## config.mk

```make
export PLATFORM = sky130hd
export DESIGN_NAME = id_stage
export DESIGN_NICKNAME = d
export VERILOG_FILES = /design/src/riscv_id_pkg.sv /design/src/branch_resolve.sv /design/src/id_ex_reg.sv /design/src/id_stage.sv /design/src/inst_decoder.sv /design/src/operand_forward.sv
export SDC_FILE = /design/constraint.sdc
export NUM_CORES = 1
export LEC_CHECK = 0
export ABC_AREA = 1
export BUFFER_PORTS_ARGS = -buffer_cell sky130_fd_sc_hd__buf_2
export CORE_MARGIN = 2
export CORE_UTILIZATION = 30
export CTS_CLUSTER_DIAMETER = 200
export DETAILED_ROUTE_END_ITERATION = 16
export PLACE_DENSITY_LB_ADDON = 0.12
export SETUP_SLACK_MARGIN = 0.05
export SLEW_MARGIN = 20
export SYNTH_ARGS = -nofsm -noshare
export SYNTH_HDL_FRONTEND = slang
export SYNTH_SLANG_ARGS = --single-unit
```

## constraint.sdc

```tcl
create_clock -name clk -period 9.6 [get_ports clk]
set_input_delay 2.4 -clock clk [delete_from_list [all_inputs] [get_ports clk]]
set_output_delay 2.4 -clock clk [all_outputs]
set_load 0.05 [all_outputs]
```

## src/riscv_id_pkg.sv

```systemverilog
package riscv_id_pkg;

	localparam int XLEN = 32;

	typedef logic [XLEN-1:0] xlen_t;
	typedef logic [31:0]     inst_t;
	typedef logic [4:0]      reg_addr_t;
	typedef logic [7:0]      aluop_t;
	typedef logic [2:0]      alusel_t;
	typedef logic [2:0]      br_kind_t;

	// major opcodes, inst[6:0]
	localparam logic [6:0] OPC_OP_IMM = 7'b0010011;
	localparam logic [6:0] OPC_OP     = 7'b0110011;
	localparam logic [6:0] OPC_LUI    = 7'b0110111;
	localparam logic [6:0] OPC_AUIPC  = 7'b0010111;
	localparam logic [6:0] OPC_JAL    = 7'b1101111;
	localparam logic [6:0] OPC_JALR   = 7'b1100111;
	localparam logic [6:0] OPC_BRANCH = 7'b1100011;
	localparam logic [6:0] OPC_LOAD   = 7'b0000011;
	localparam logic [6:0] OPC_STORE  = 7'b0100011;

	// funct3, shared by the register and immediate forms
	localparam logic [2:0] FUNCT3_ADD  = 3'b000; // also sub
	localparam logic [2:0] FUNCT3_SLL  = 3'b001;
	localparam logic [2:0] FUNCT3_SLT  = 3'b010;
	localparam logic [2:0] FUNCT3_SLTU = 3'b011;
	localparam logic [2:0] FUNCT3_XOR  = 3'b100;
	localparam logic [2:0] FUNCT3_SRL  = 3'b101; // also sra
	localparam logic [2:0] FUNCT3_OR   = 3'b110;
	localparam logic [2:0] FUNCT3_AND  = 3'b111;
	localparam logic [2:0] FUNCT3_JALR = 3'b000;
	localparam logic [2:0] FUNCT3_BEQ  = 3'b000;
	localparam logic [2:0] FUNCT3_BNE  = 3'b001;
	localparam logic [2:0] FUNCT3_BLT  = 3'b100;
	localparam logic [2:0] FUNCT3_BGE  = 3'b101;
	localparam logic [2:0] FUNCT3_BLTU = 3'b110;
	localparam logic [2:0] FUNCT3_BGEU = 3'b111;
	localparam logic [2:0] FUNCT3_LB   = 3'b000;
	localparam logic [2:0] FUNCT3_LH   = 3'b001;
	localparam logic [2:0] FUNCT3_LW   = 3'b010;
	localparam logic [2:0] FUNCT3_LBU  = 3'b100;
	localparam logic [2:0] FUNCT3_LHU  = 3'b101;
	localparam logic [2:0] FUNCT3_SB   = 3'b000;
	localparam logic [2:0] FUNCT3_SH   = 3'b001;
	localparam logic [2:0] FUNCT3_SW   = 3'b010;

	localparam logic [6:0] FUNCT7_BASE = 7'b0000000;
	localparam logic [6:0] FUNCT7_ALT  = 7'b0100000; // sub, sra

	// execute operation codes
	localparam aluop_t ALU_NOP    = 8'b0000_0000;
	localparam aluop_t ALU_ADD    = 8'b0010_0000;
	localparam aluop_t ALU_SUB    = 8'b0010_0010;
	localparam aluop_t ALU_SLT    = 8'b0010_1010;
	localparam aluop_t ALU_SLTU   = 8'b0010_1011;
	localparam aluop_t ALU_XOR    = 8'b0010_0110;
	localparam aluop_t ALU_OR     = 8'b0010_0101;
	localparam aluop_t ALU_AND    = 8'b0010_0100;
	localparam aluop_t ALU_SLL    = 8'b0111_1100;
	localparam aluop_t ALU_SRL    = 8'b0000_0010;
	localparam aluop_t ALU_SRA    = 8'b0000_0011;
	localparam aluop_t ALU_JAL    = 8'b0101_0000;
	localparam aluop_t ALU_JALR   = 8'b0000_1001;
	localparam aluop_t ALU_BRANCH = 8'b0101_0001;
	localparam aluop_t ALU_LB     = 8'b1110_0000;
	localparam aluop_t ALU_LH     = 8'b1110_0001;
	localparam aluop_t ALU_LW     = 8'b1110_0011;
	localparam aluop_t ALU_LBU    = 8'b1110_0100;
	localparam aluop_t ALU_LHU    = 8'b1110_0101;
	localparam aluop_t ALU_SB     = 8'b1110_1000;
	localparam aluop_t ALU_SH     = 8'b1110_1001;
	localparam aluop_t ALU_SW     = 8'b1110_1011;

	// result class seen by execute
	localparam alusel_t SEL_NOP         = 3'b000;
	localparam alusel_t SEL_LOGIC       = 3'b001;
	localparam alusel_t SEL_SHIFT       = 3'b010;
	localparam alusel_t SEL_ARITH       = 3'b100;
	localparam alusel_t SEL_JUMP_BRANCH = 3'b110;
	localparam alusel_t SEL_LOAD_STORE  = 3'b111;

	localparam br_kind_t BR_NONE = 3'd0;
	localparam br_kind_t BR_EQ   = 3'd1;
	localparam br_kind_t BR_NE   = 3'd2;
	localparam br_kind_t BR_LT   = 3'd3;
	localparam br_kind_t BR_GE   = 3'd4;
	localparam br_kind_t BR_LTU  = 3'd5;
	localparam br_kind_t BR_GEU  = 3'd6;
	localparam br_kind_t BR_JAL  = 3'd7;

	// jalr is told apart from jal by rs1_read, see branch_resolve
	localparam br_kind_t BR_JALR = 3'd7;

	typedef struct packed {
		aluop_t    aluop;
		alusel_t   alusel;
		logic      wreg;
		reg_addr_t wd;
		logic      rs1_read;
		logic      rs2_read;
		reg_addr_t rs1;
		reg_addr_t rs2;
		xlen_t     imm;
		xlen_t     link_addr;
		br_kind_t  br_kind;
	} dec_ctrl_t;

	// pending write of a later stage
	typedef struct packed {
		logic      wreg;
		reg_addr_t wd;
		xlen_t     wdata;
		aluop_t    aluop;
	} fwd_src_t;

	typedef struct packed {
		aluop_t    aluop;
		alusel_t   alusel;
		logic      wreg;
		reg_addr_t wd;
		xlen_t     op1;
		xlen_t     op2;
		xlen_t     link_addr;
	} id_ex_t;

	typedef struct packed {
		logic  flag;
		xlen_t target;
	} redirect_t;

	typedef struct packed {
		logic is_branch;
		logic taken;
		logic pred_true;
	} br_status_t;

	localparam dec_ctrl_t DEC_BUBBLE = '{
		aluop: ALU_NOP, alusel: SEL_NOP, br_kind: BR_NONE, default: '0
	};

	localparam id_ex_t ID_EX_BUBBLE = '{aluop: ALU_NOP, alusel: SEL_NOP, default: '0};

endpackage

```

## src/branch_resolve.sv

```systemverilog
`timescale 1ns/1ps

module branch_resolve import riscv_id_pkg::*; (
	input  dec_ctrl_t  ctrl_i,
	input  inst_t      inst_i,
	input  xlen_t      pc_i,
	input  xlen_t      op1_i,
	input  xlen_t      op2_i,
	input  logic       pred_taken_i,
	output redirect_t  redirect_o,
	output br_status_t status_o
);

	xlen_t b_imm;
	xlen_t j_imm;
	logic  is_cond;
	logic  is_jump;
	logic  cond;

	assign b_imm = {{20{inst_i[31]}}, inst_i[7], inst_i[30:25], inst_i[11:8], 1'b0};
	assign j_imm = {{12{inst_i[31]}}, inst_i[19:12], inst_i[20], inst_i[30:21], 1'b0};

	always_comb begin
		is_cond = 1'b1;
		cond    = 1'b0;
		case (ctrl_i.br_kind)
			BR_EQ:   cond = (op1_i == op2_i);
			BR_NE:   cond = (op1_i != op2_i);
			BR_LT:   cond = ($signed(op1_i) < $signed(op2_i));
			BR_GE:   cond = ($signed(op1_i) >= $signed(op2_i));
			BR_LTU:  cond = (op1_i < op2_i);
			BR_GEU:  cond = (op1_i >= op2_i);
			default: is_cond = 1'b0; // none, jal, jalr
		endcase
	end

	assign is_jump = (ctrl_i.br_kind == BR_JAL);

	always_comb begin
		redirect_o = '0;
		if (is_jump && ctrl_i.rs1_read) begin // jalr
			redirect_o.flag   = 1'b1;
			redirect_o.target = op1_i + ctrl_i.imm;
		end else if (is_jump) begin
			redirect_o.flag   = 1'b1;
			redirect_o.target = pc_i + j_imm;
		end else if (is_cond && cond && !pred_taken_i) begin
			redirect_o.flag   = 1'b1;
			redirect_o.target = pc_i + b_imm;
		end
	end

	assign status_o.is_branch = is_cond;
	assign status_o.taken     = is_cond && cond;
	assign status_o.pred_true = is_cond && cond && pred_taken_i;

endmodule

```

## src/id_ex_reg.sv

```systemverilog
`timescale 1ns/1ps

module id_ex_reg import riscv_id_pkg::*; (
	input  logic      clk,
	input  logic      arst_n_i,
	input  logic      stall_i,
	input  dec_ctrl_t ctrl_i,
	input  xlen_t     op1_i,
	input  xlen_t     op2_i,
	output id_ex_t    id_ex_o
);

	id_ex_t id_ex_d;

	always_comb begin
		id_ex_d.aluop     = ctrl_i.aluop;
		id_ex_d.alusel    = ctrl_i.alusel;
		id_ex_d.wreg      = ctrl_i.wreg;
		id_ex_d.wd        = ctrl_i.wd;
		id_ex_d.op1       = op1_i;
		id_ex_d.op2       = op2_i;
		id_ex_d.link_addr = ctrl_i.link_addr;
	end

	always_ff @(posedge clk or negedge arst_n_i) begin
		if (!arst_n_i) begin
			id_ex_o <= ID_EX_BUBBLE;
		end else if (stall_i) begin
			id_ex_o <= ID_EX_BUBBLE; // fetch replays the instruction
		end else begin
			id_ex_o <= id_ex_d;
		end
	end

endmodule

```

## src/id_stage.sv

```systemverilog
`timescale 1ns/1ps

module id_stage import riscv_id_pkg::*; (
	input  logic       clk,
	input  logic       arst_n_i,
	input  inst_t      inst_i,
	input  xlen_t      pc_i,
	input  logic       pred_taken_i,
	input  fwd_src_t   ex_fwd_i,
	input  fwd_src_t   mem_fwd_i,
	input  xlen_t      rs1_data_i,
	input  xlen_t      rs2_data_i,
	output reg_addr_t  rs1_addr_o,
	output reg_addr_t  rs2_addr_o,
	output id_ex_t     id_ex_o,
	output redirect_t  redirect_o,
	output br_status_t br_status_o,
	output logic       stall_o
);

	dec_ctrl_t ctrl;
	xlen_t     op1;
	xlen_t     op2;
	logic      hazard1;
	logic      hazard2;

	assign rs1_addr_o = ctrl.rs1;
	assign rs2_addr_o = ctrl.rs2;
	assign stall_o    = hazard1 | hazard2;

	inst_decoder u_dec (
		.inst_i (inst_i),
		.pc_i   (pc_i),
		.ctrl_o (ctrl)
	);

	operand_forward u_op1 (
		.read_i        (ctrl.rs1_read),
		.addr_i        (ctrl.rs1),
		.rf_data_i     (rs1_data_i),
		.imm_i         (ctrl.imm),
		.ex_fwd_i      (ex_fwd_i),
		.mem_fwd_i     (mem_fwd_i),
		.op_o          (op1),
		.load_hazard_o (hazard1)
	);

	operand_forward u_op2 (
		.read_i        (ctrl.rs2_read),
		.addr_i        (ctrl.rs2),
		.rf_data_i     (rs2_data_i),
		.imm_i         (ctrl.imm),
		.ex_fwd_i      (ex_fwd_i),
		.mem_fwd_i     (mem_fwd_i),
		.op_o          (op2),
		.load_hazard_o (hazard2)
	);

	branch_resolve u_br (
		.ctrl_i       (ctrl),
		.inst_i       (inst_i),
		.pc_i         (pc_i),
		.op1_i        (op1),
		.op2_i        (op2),
		.pred_taken_i (pred_taken_i),
		.redirect_o   (redirect_o),
		.status_o     (br_status_o)
	);

	id_ex_reg u_id_ex (
		.clk      (clk),
		.arst_n_i (arst_n_i),
		.stall_i  (stall_o),
		.ctrl_i   (ctrl),
		.op1_i    (op1),
		.op2_i    (op2),
		.id_ex_o  (id_ex_o)
	);

endmodule

```

## src/inst_decoder.sv

```systemverilog
`timescale 1ns/1ps

module inst_decoder import riscv_id_pkg::*; (
	input  inst_t     inst_i,
	input  xlen_t     pc_i,
	output dec_ctrl_t ctrl_o
);

	logic [6:0] opcode;
	logic [2:0] funct3;
	logic [6:0] funct7;
	logic       alt;
	logic       f7_ok;
	logic       valid;
	xlen_t      i_imm;
	xlen_t      u_imm;
	xlen_t      shamt;
	xlen_t      pc_plus_4;

	assign opcode    = inst_i[6:0];
	assign funct3    = inst_i[14:12];
	assign funct7    = inst_i[31:25];
	assign alt       = (funct7 == FUNCT7_ALT);
	assign i_imm     = {{20{inst_i[31]}}, inst_i[31:20]};
	assign u_imm     = {inst_i[31:12], 12'b0};
	assign shamt     = {27'b0, inst_i[24:20]};
	assign pc_plus_4 = pc_i + 32'd4;

	// funct7 is zero except for the alternate add/shift-right forms
	assign f7_ok = (funct7 == FUNCT7_BASE) ||
		(alt && (funct3 == FUNCT3_ADD || funct3 == FUNCT3_SRL));

	always_comb begin
		ctrl_o = DEC_BUBBLE;
		valid  = 1'b1;
		case (opcode)
			OPC_OP_IMM: begin
				ctrl_o.wreg     = 1'b1;
				ctrl_o.rs1_read = 1'b1;
				ctrl_o.imm      = i_imm;
				case (funct3)
					FUNCT3_ADD:  {ctrl_o.aluop, ctrl_o.alusel} = {ALU_ADD, SEL_ARITH};
					FUNCT3_SLT:  {ctrl_o.aluop, ctrl_o.alusel} = {ALU_SLT, SEL_ARITH};
					FUNCT3_SLTU: {ctrl_o.aluop, ctrl_o.alusel} = {ALU_SLTU, SEL_ARITH};
					FUNCT3_XOR:  {ctrl_o.aluop, ctrl_o.alusel} = {ALU_XOR, SEL_LOGIC};
					FUNCT3_OR:   {ctrl_o.aluop, ctrl_o.alusel} = {ALU_OR, SEL_LOGIC};
					FUNCT3_AND:  {ctrl_o.aluop, ctrl_o.alusel} = {ALU_AND, SEL_LOGIC};
					FUNCT3_SLL: begin
						{ctrl_o.aluop, ctrl_o.alusel} = {ALU_SLL, SEL_SHIFT};
						ctrl_o.imm = shamt;
						valid = (funct7 == FUNCT7_BASE);
					end
					default: begin // srli / srai
						{ctrl_o.aluop, ctrl_o.alusel} = {alt ? ALU_SRA : ALU_SRL, SEL_SHIFT};
						ctrl_o.imm = shamt;
						valid = f7_ok;
					end
				endcase
			end
			OPC_OP: begin
				ctrl_o.wreg     = 1'b1;
				ctrl_o.rs1_read = 1'b1;
				ctrl_o.rs2_read = 1'b1;
				valid = f7_ok;
				case (funct3)
					FUNCT3_ADD:  {ctrl_o.aluop, ctrl_o.alusel} = {alt ? ALU_SUB : ALU_ADD, SEL_ARITH};
					FUNCT3_SLT:  {ctrl_o.aluop, ctrl_o.alusel} = {ALU_SLT, SEL_ARITH};
					FUNCT3_SLTU: {ctrl_o.aluop, ctrl_o.alusel} = {ALU_SLTU, SEL_ARITH};
					FUNCT3_XOR:  {ctrl_o.aluop, ctrl_o.alusel} = {ALU_XOR, SEL_LOGIC};
					FUNCT3_OR:   {ctrl_o.aluop, ctrl_o.alusel} = {ALU_OR, SEL_LOGIC};
					FUNCT3_AND:  {ctrl_o.aluop, ctrl_o.alusel} = {ALU_AND, SEL_LOGIC};
					FUNCT3_SLL:  {ctrl_o.aluop, ctrl_o.alusel} = {ALU_SLL, SEL_SHIFT};
					default:     {ctrl_o.aluop, ctrl_o.alusel} = {alt ? ALU_SRA : ALU_SRL, SEL_SHIFT};
				endcase
			end
			OPC_LUI: begin
				{ctrl_o.aluop, ctrl_o.alusel} = {ALU_SLL, SEL_JUMP_BRANCH};
				ctrl_o.wreg      = 1'b1;
				ctrl_o.link_addr = u_imm;
			end
			OPC_AUIPC: begin
				{ctrl_o.aluop, ctrl_o.alusel} = {ALU_ADD, SEL_JUMP_BRANCH};
				ctrl_o.wreg      = 1'b1;
				ctrl_o.link_addr = pc_i + u_imm;
			end
			OPC_JAL: begin
				{ctrl_o.aluop, ctrl_o.alusel} = {ALU_JAL, SEL_JUMP_BRANCH};
				ctrl_o.wreg      = 1'b1;
				ctrl_o.link_addr = pc_plus_4;
				ctrl_o.br_kind   = BR_JAL;
			end
			OPC_JALR: begin
				{ctrl_o.aluop, ctrl_o.alusel} = {ALU_JALR, SEL_JUMP_BRANCH};
				ctrl_o.wreg      = 1'b1;
				ctrl_o.rs1_read  = 1'b1;
				ctrl_o.imm       = i_imm;
				ctrl_o.link_addr = pc_plus_4;
				ctrl_o.br_kind   = BR_JALR;
				valid = (funct3 == FUNCT3_JALR);
			end
			OPC_BRANCH: begin
				{ctrl_o.aluop, ctrl_o.alusel} = {ALU_BRANCH, SEL_JUMP_BRANCH};
				ctrl_o.rs1_read = 1'b1;
				ctrl_o.rs2_read = 1'b1;
				case (funct3)
					FUNCT3_BEQ:  ctrl_o.br_kind = BR_EQ;
					FUNCT3_BNE:  ctrl_o.br_kind = BR_NE;
					FUNCT3_BLT:  ctrl_o.br_kind = BR_LT;
					FUNCT3_BGE:  ctrl_o.br_kind = BR_GE;
					FUNCT3_BLTU: ctrl_o.br_kind = BR_LTU;
					FUNCT3_BGEU: ctrl_o.br_kind = BR_GEU;
					default:     valid = 1'b0;
				endcase
			end
			OPC_LOAD: begin
				ctrl_o.alusel   = SEL_LOAD_STORE;
				ctrl_o.wreg     = 1'b1;
				ctrl_o.rs1_read = 1'b1;
				ctrl_o.imm      = i_imm; // address offset rides on op2
				case (funct3)
					FUNCT3_LB:  ctrl_o.aluop = ALU_LB;
					FUNCT3_LH:  ctrl_o.aluop = ALU_LH;
					FUNCT3_LW:  ctrl_o.aluop = ALU_LW;
					FUNCT3_LBU: ctrl_o.aluop = ALU_LBU;
					FUNCT3_LHU: ctrl_o.aluop = ALU_LHU;
					default:    valid = 1'b0;
				endcase
			end
			OPC_STORE: begin
				ctrl_o.alusel   = SEL_LOAD_STORE;
				ctrl_o.rs1_read = 1'b1;
				ctrl_o.rs2_read = 1'b1;
				case (funct3)
					FUNCT3_SB: ctrl_o.aluop = ALU_SB;
					FUNCT3_SH: ctrl_o.aluop = ALU_SH;
					FUNCT3_SW: ctrl_o.aluop = ALU_SW;
					default:   valid = 1'b0;
				endcase
			end
			default: valid = 1'b0;
		endcase

		if (!valid)
			ctrl_o = DEC_BUBBLE;

		// source fields go to the regfile whatever the format
		ctrl_o.rs1 = inst_i[19:15];
		ctrl_o.rs2 = inst_i[24:20];
		ctrl_o.wd  = ctrl_o.wreg ? inst_i[11:7] : 5'd0;
	end

endmodule

```

## src/operand_forward.sv

```systemverilog
`timescale 1ns/1ps

module operand_forward import riscv_id_pkg::*; (
	input  logic      read_i,
	input  reg_addr_t addr_i,
	input  xlen_t     rf_data_i,
	input  xlen_t     imm_i,
	input  fwd_src_t  ex_fwd_i,
	input  fwd_src_t  mem_fwd_i,
	output xlen_t     op_o,
	output logic      load_hazard_o
);

	logic ex_is_load;
	logic ex_hit;
	logic mem_hit;

	// load result is not ready until the memory stage
	always_comb begin
		case (ex_fwd_i.aluop)
			ALU_LB, ALU_LH, ALU_LW, ALU_LBU, ALU_LHU: ex_is_load = 1'b1;
			default:                                 ex_is_load = 1'b0;
		endcase
	end

	assign ex_hit  = ex_fwd_i.wreg && (ex_fwd_i.wd == addr_i);
	assign mem_hit = mem_fwd_i.wreg && (mem_fwd_i.wd == addr_i);

	assign load_hazard_o = read_i && ex_is_load && (ex_fwd_i.wd == addr_i);

	always_comb begin
		if (!read_i)
			op_o = imm_i;
		else if (load_hazard_o)
			op_o = rf_data_i; // don't care, the register takes a bubble
		else if (ex_hit)
			op_o = ex_fwd_i.wdata; // youngest write wins
		else if (mem_hit)
			op_o = mem_fwd_i.wdata;
		else
			op_o = rf_data_i;
	end

endmodule

```

==> impl_results.md, run 1 <==
* DIE HEIGHT at 228 um
* Total GRT Usage at 26.8%
* FF/Latch Area at 2830 um^2
* CP peak stage delay at 0.31 ns
* Post-synth top cells: nand2_1, inv_1, nor2_1
* Routed len/inst at 19.7 um
* Gr busiest metal: met2
* RSZ-0062 raised after global routing: no
* Core area at 50000 um^2
* Arrival time worst endpoint at 6.84 ns
* Max_cap viols at 0
* Largest registers: u_id_ex.id_ex_o: 113 flops
* Syn Area/Cell at 6.14 um^2
* Initial antenna violation count at 4
* Met3 GRT Util at under 10%
* Synthesized flop and latch total at 113
* Residual DRC at 0
* Largest Register: u_id_ex.id_ex_o
* Count of final setup violators at 0
* Buffers on Ports at 374
* CP max-delay cell: ha_1
* Period utilisation layout at 96.3%
* Initial core utilization at 30.2%
* Post-synthesis net count at between 2000 and 3000
* Period minus WS final at between 9 and 10 ns
* Detail Route Antenna Nets at 0
* P&R area growth vs syn at 33.8%
* Post-Syn Area at 15100 um^2
* Final hold vios at 0
* CTS max path bufs at 2
* Hold/Removal Path Class: in2async
* Count leader, synth: nand2_1
* CP Max Fanout at 16
* Post-route cell area at 20200 um^2
* Final-stage net count at 3311
* VDD IR max at 0.120 mV
* Rel. slew slack at ~36%
* Largest net degree at the start of global routing at 71
* Worst-Margin Slew at 0.954 ns
* CTS H-tree lvls at 4
* Critical Path Stages at 39
* Critical Path End: redirect_o[17]
* DP Area at 19300 um^2
* Die X at 228 um
* Clock transition at path regs at ~0.060 ns
* Crit Path Class: in2out
* CP Launch Type: input port
* Post-synth top area share at 18.7%
* Power Density at 86.7 nW/um^2
* Worst setup EP type: output pin
* WL final at 72100 um
* CTS tree: built
* Number of flip-flops in the largest register at roughly 110
* Seq/Total Area, Yosys at 18.7%
* Post-synth top flop: dfrtp_1
* Post-synth EDFFs at 0
* WP buf/inv at 15
* Total power draw at about 1800 uW
* Grt met1 use at between 30% and 40%
* CP top delay family: buffers and inverters
* Filler instances at 5498
* Cell taking the most area after synthesis: dfrtp_1
* GPL Wtd Cong at 0.959
* Row count at a little over 80
* Ys Warns at 0
* Met2 usage at 43.6%
* Area of the multi-input gates at between 10000 and 15000 um^2
* Leakage at 0.0109 uW
* Root Driver: clkbuf_16
* Worst path required time at 7.20 ns
* TritonCTS buffer count at 17
* Peak Freq at about 110 MHz
* Layout cell share with drive strength beyond 1 at 23.9%
* DP Wirelength at 59100 um
* FFs w/ async S/R, synth at 100%
* Sink Count at roughly 110
* Via count at 19052
* Gate Count Post-Synth at about 2500
* Vias in the first global route at ~18000
* Vias per cell at around 5.2
* Hold-fix buffers, CTS at 0
* Outcome: finished, final reports clean
* Slew Limit Fails at 0
* Leading post-synthesis cells by cell area: dfrtp_1, nand2_1, ha_1
* First-pass GRT wire length at 108000 um
* Setup TNS at 0 ns
* Worst Setup SP: inst_i[14]
* Drt first pass iters at 5
* Cell variety after synth at 59
* Die area at 52200 um^2
* Global route total overflow at 0
* Io pins at 383
* Initial DRC count at 1562
==> metal layers <==
metal  routed length [um]  share of wire [%]  up-vias
li1                     -                  -     9299
met2                32800                 45      750
met3                 4730                6.6       86
met1                33100                 46     8917
met5                    0                  0        -
met4                 1540                2.1        0
==> power by group <==
part / switching [uW] / total [uW] / internal, uW
registers: 0.215 / 477 / 477
clock network: 285 / 703 / 418
logic: 369 / 574 / 204
total: 654 / 1750 / 1100
==> final cells by class <==
type / count / area share [%]
clock buffer: 18 / 2.17
antenna: 4 / 0.0495
clock inverter: 14 / 0.891
sequential: 113 / 14.0
multi-input combinational: 1949 / 53.4
timing repair buffer: 571 / 19.5
tap: 672 / 4.16
inverter: 311 / 5.82
==> cells by family after synthesis <==
| kind of cell | synth area share, % |
|---|---|
| buffers and inverters | 10.6 |
| adder cells (fa/ha/maj) | 10.5 |
| AND/OR/NAND/NOR | 31.4 |
| XOR/XNOR | 3.54 |
| AO/OA/AOI/OAI | 25.2 |
| flip-flops | 18.7 |
==> per-stage QoR <==
step | utilization [%] | hold slack [ns] | worst slack (ns) | instances
4_1_cts | 40.0 | 1.93 | 0.0544 | 3638
6_report | 40.5 | 1.94 | 0.356 | 3652
5_1_grt | 40.5 | 1.99 | 0.000222 | 3652
3_5_place_dp | 38.7 | 2.46 | -0.113 | 3606
3_3_place_gp | 38.7 | 2.44 | -0.161 | 3606
2_1_floorplan | - | 2.10 | 0.174 | 2462
==> placed cells by master, fill, tap and decap left out, drive strengths merged, types with 3 or more instances in the layout <==
master   count
o221ai       3
o21ai      261
a31oi       78
diode        4
nor3        45
a21boi       3
buf        567
a21o        13
nand4       33
nor3b        3
nor4         8
o22ai        6
o2111ai      3
fa           4
o211ai      37
ha         121
inv        313
clkbuf      22
nor2       290
o31ai        4
xor2        44
o21a         6
or2         32
nand3b      20
a21oi      210
bufinv       3
a22oi        5
clkinv       7
xnor2       17
o21bai      14
nand3      129
nand2      545
dfrtp      113
a211oi       5
==> worst min path at each step <==
| stage | from | to | slack [ns] | cells after the start |
|---|---|---|---|---|
| after floorplan | arst_n_i | u_id_ex.id_ex_o[0] | 2.10 | 0 |
| after global placement | arst_n_i | u_id_ex.id_ex_o[109] | 2.44 | 1 |
| after detailed placement | arst_n_i | u_id_ex.id_ex_o[109] | 2.46 | 1 |
| after CTS | arst_n_i | u_id_ex.id_ex_o[112] | 1.93 | 1 |
| after global routing | arst_n_i | u_id_ex.id_ex_o[112] | 1.99 | 1 |
| final | arst_n_i | u_id_ex.id_ex_o[102] | 1.94 | 1 |
==> timing repair <==
item	in CTS	in global routing
setup buffers	0	8
pin swaps	0	7
resized for setup	6	65
endpoints found under the setup margin	33	35
endpoints found under the hold margin	0	0
gates cloned	0	2
Power figures use the tool's default switching activity.
==> run 2: changes to the inputs <==
--- a/config.mk
+++ b/config.mk
@@ -12,6 +12,7 @@
 export CTS_CLUSTER_DIAMETER = 200
 export DETAILED_ROUTE_END_ITERATION = 16
 export PLACE_DENSITY_LB_ADDON = 0.12
+export RECOVER_POWER = 25
 export SETUP_SLACK_MARGIN = 0.05
 export SLEW_MARGIN = 20
 export SYNTH_ARGS = -nofsm -noshare
==> run 2 against run 1 <==
Net effect: the run now ends with max-capacitance violations, max-slew violations left; combinational power about the same; final area fell by 0.35%; non-clock buffer count unchanged; via count barely moved; global-route usage unchanged.
==> impl_results.md, run 2 (synthesized netlist as in run 1, its figures left out) <==
* Outcome: finished with violations
* Failing checks: max-capacitance violations, max-slew violations
* Worst path required time at 7.20 ns (about the same)
* Count of final setup violators at 0 (unchanged)
* Arrival time worst endpoint at 6.86 ns (+0.02 ns)
* CP Max Fanout at 16 (unchanged)
* Vias in the first global route at 17863 (unchanged)
* Initial DRC count at 1613 (+3.3%)
* Global route total overflow at 0 (unchanged)
* Post-route insts no fill at 3652 (unchanged)
* TritonCTS buffer count at 17 (unchanged)
* DP Wirelength at 59100 um (unchanged)
* Filler instances at 5527 (+0.53%)
* Sink Count at 113 (unchanged)
* Total GRT Usage at 26.8% (unchanged)
* Hold Path Depth at 3
* CP max-delay cell: ha_1
* Die X at 228 um (unchanged)
* Layout cell share with drive strength beyond 1 at 22.0% (-1.8 points)
* Initial core utilization at 30.2% (unchanged)
* Power Density at 87.2 nW/um^2 (+0.53%)
* Worst-Margin Slew at 2.60 ns (+1.64 ns)
* Slew Limit Fails at 45 (+45)
* Detail Route Antenna Nets at 0 (unchanged)
* Dpl cells at 3606 (unchanged)
* CP peak stage delay at 0.32 ns (about the same)
* Via count at 19041 (-0.058%)
* Buffers on Ports at 374 (unchanged)
* Largest net degree at the start of global routing at 71 (unchanged)
* Hold-fix buffers, CTS at 0 (unchanged)
* Most frequent cells in the layout: nand2_1, inv_1, buf_2
* CTS H-tree lvls at 4 (unchanged)
* Die area at 52200 um^2 (unchanged)
* Routed len/inst at 19.8 um (+0.35%)
* Max_cap viols at 1 (+1)
* Rel. slew slack at -73.2% (-110 points)
* VDD IR max at 0.120 mV (+0.25%)
* Period minus WS final at 9.26 ns (+0.0138 ns)
* Worst setup EP type: output pin
* Hold EP: u_id_ex.id_ex_o[100]
* Crit Path Class: in2out
* Number of flip-flops in the largest register at 113 (unchanged)
* Root Driver: clkbuf_16
* Met2 usage at 43.6% (unchanged)
* Worst Setup SP: inst_i[14]
* Setup TNS at 0 ns (unchanged)
* WL final at 72400 um (+0.35%)
* Row count at 82 (unchanged)
* Largest Register: u_id_ex.id_ex_o
* Drt first pass iters at 9 (+4)
* Gr busiest metal: met2
* RSZ-0062 raised after global routing: no
* Residual DRC at 0 (unchanged)
* Min-Delay Startpoint: inst_i[11]
* GPL Wtd Cong at 0.959 (unchanged)
* Peak Freq at 108 MHz (-0.15%)
* Largest registers: u_id_ex.id_ex_o: 113 flops
* Final hold vios at 0 (unchanged)
* Final-stage net count at 3311 (unchanged)
* Core area at 50000 um^2 (unchanged)
* Clock transition at path regs at 0.07 ns (about the same)
* CTS max path bufs at 2 (unchanged)
* FF/Latch Area at 2830 um^2 (unchanged)
* P&R area growth vs syn at 33.3%
* Met3 GRT Util at 4.23% (unchanged)
* Period utilisation layout at 96.4% (+0.14 points)
* Io pins at 383 (unchanged)
* Leakage at 0.0107 uW (-2.2%)
* Initial antenna violation count at 4 (unchanged)
* Fin Hold WS at 2.16 ns (+0.226 ns)
* Vias per cell at 5.21 (about the same)
* Area of the multi-input gates at 10800 um^2 (unchanged)
* Grt met1 use at 37.0% (unchanged)
* CTS tree: built
* DIE HEIGHT at 228 um (unchanged)
* Hold/Removal Path Class: in2reg
* Commonest non-fill, non-tap cell in the layout: nand2_1
* CP Launch Type: input port
* First-pass GRT wire length at 108000 um (unchanged)
[run 2: metrics by stage]
| stage | setup slack [ns] | total power (uW) | utilization (%) | instance area (um^2) |
|---|---|---|---|---|
| global route | 0.000222 | 1840 | 40.3 | 20100 |
| finish | 0.342 | 1760 | 40.3 | 20100 |
| CTS | 0.0544 | 1760 | 40.0 | 20000 |
| detailed placement | -0.113 | 1040 | 38.7 | 19300 |
| global placement | -0.161 | 1040 | 38.7 | 19300 |
| floorplan | 0.174 | 801 | - | 15100 |
[run 2: what timing repair did]
action / CTS / global route
setup buffers: 0 / 8
pin swaps: 0 / 7
gates cloned: 0 / 2
gates resized for setup: 6 / 65
endpoints found under the setup margin: 33 / 35
[run 2: report_power, final]
part / internal [uW] / switching (uW) / leakage (uW)
combinational: 204 / 371 / 0.00878
sequential: 477 / 0.226 / 0.00158
clock: 418 / 287 / 0.000298
[run 2: layer usage]
layer  routed length [um]  share of wire [%]  up-vias
met5                    0                  0        -
met4                 1500                2.1        0
met3                 4550                6.3       80
met2                32900                 46      719
met1                33400                 46     8936
li1                     -                  -     9306
[run 2: layout make-up]
cell class              instances  share of cell area (%)
repair buffers                571                    19.2
clock buffers                  18                    2.18
multi-input cells            1949                    53.6
flip-flops and latches        113                    14.0
clock inverters                14                   0.894
diodes                          4                  0.0497
inverters                     311                    5.84
well taps                     672                    4.17
[run 2: worst max path at each step]
stage                     slack [ns]              to  cells past startpoint
after global routing          0.0002  redirect_o[17]                     38
after CTS                       0.05  redirect_o[17]                     36
after global placement         -0.16  redirect_o[23]                     36
after detailed placement       -0.11  redirect_o[27]                     37
final                           0.34  redirect_o[17]                     39
after floorplan                 0.17  redirect_o[16]                     30
[run 2: worst max-delay path: cells and delay by family]
family                     cells  cell delay (ns)
buffers and inverters         15             1.89
and+or+nand+nor               18             1.68
AOI/OAI and AO/OA              5             0.55
adders and majority gates      1             0.32
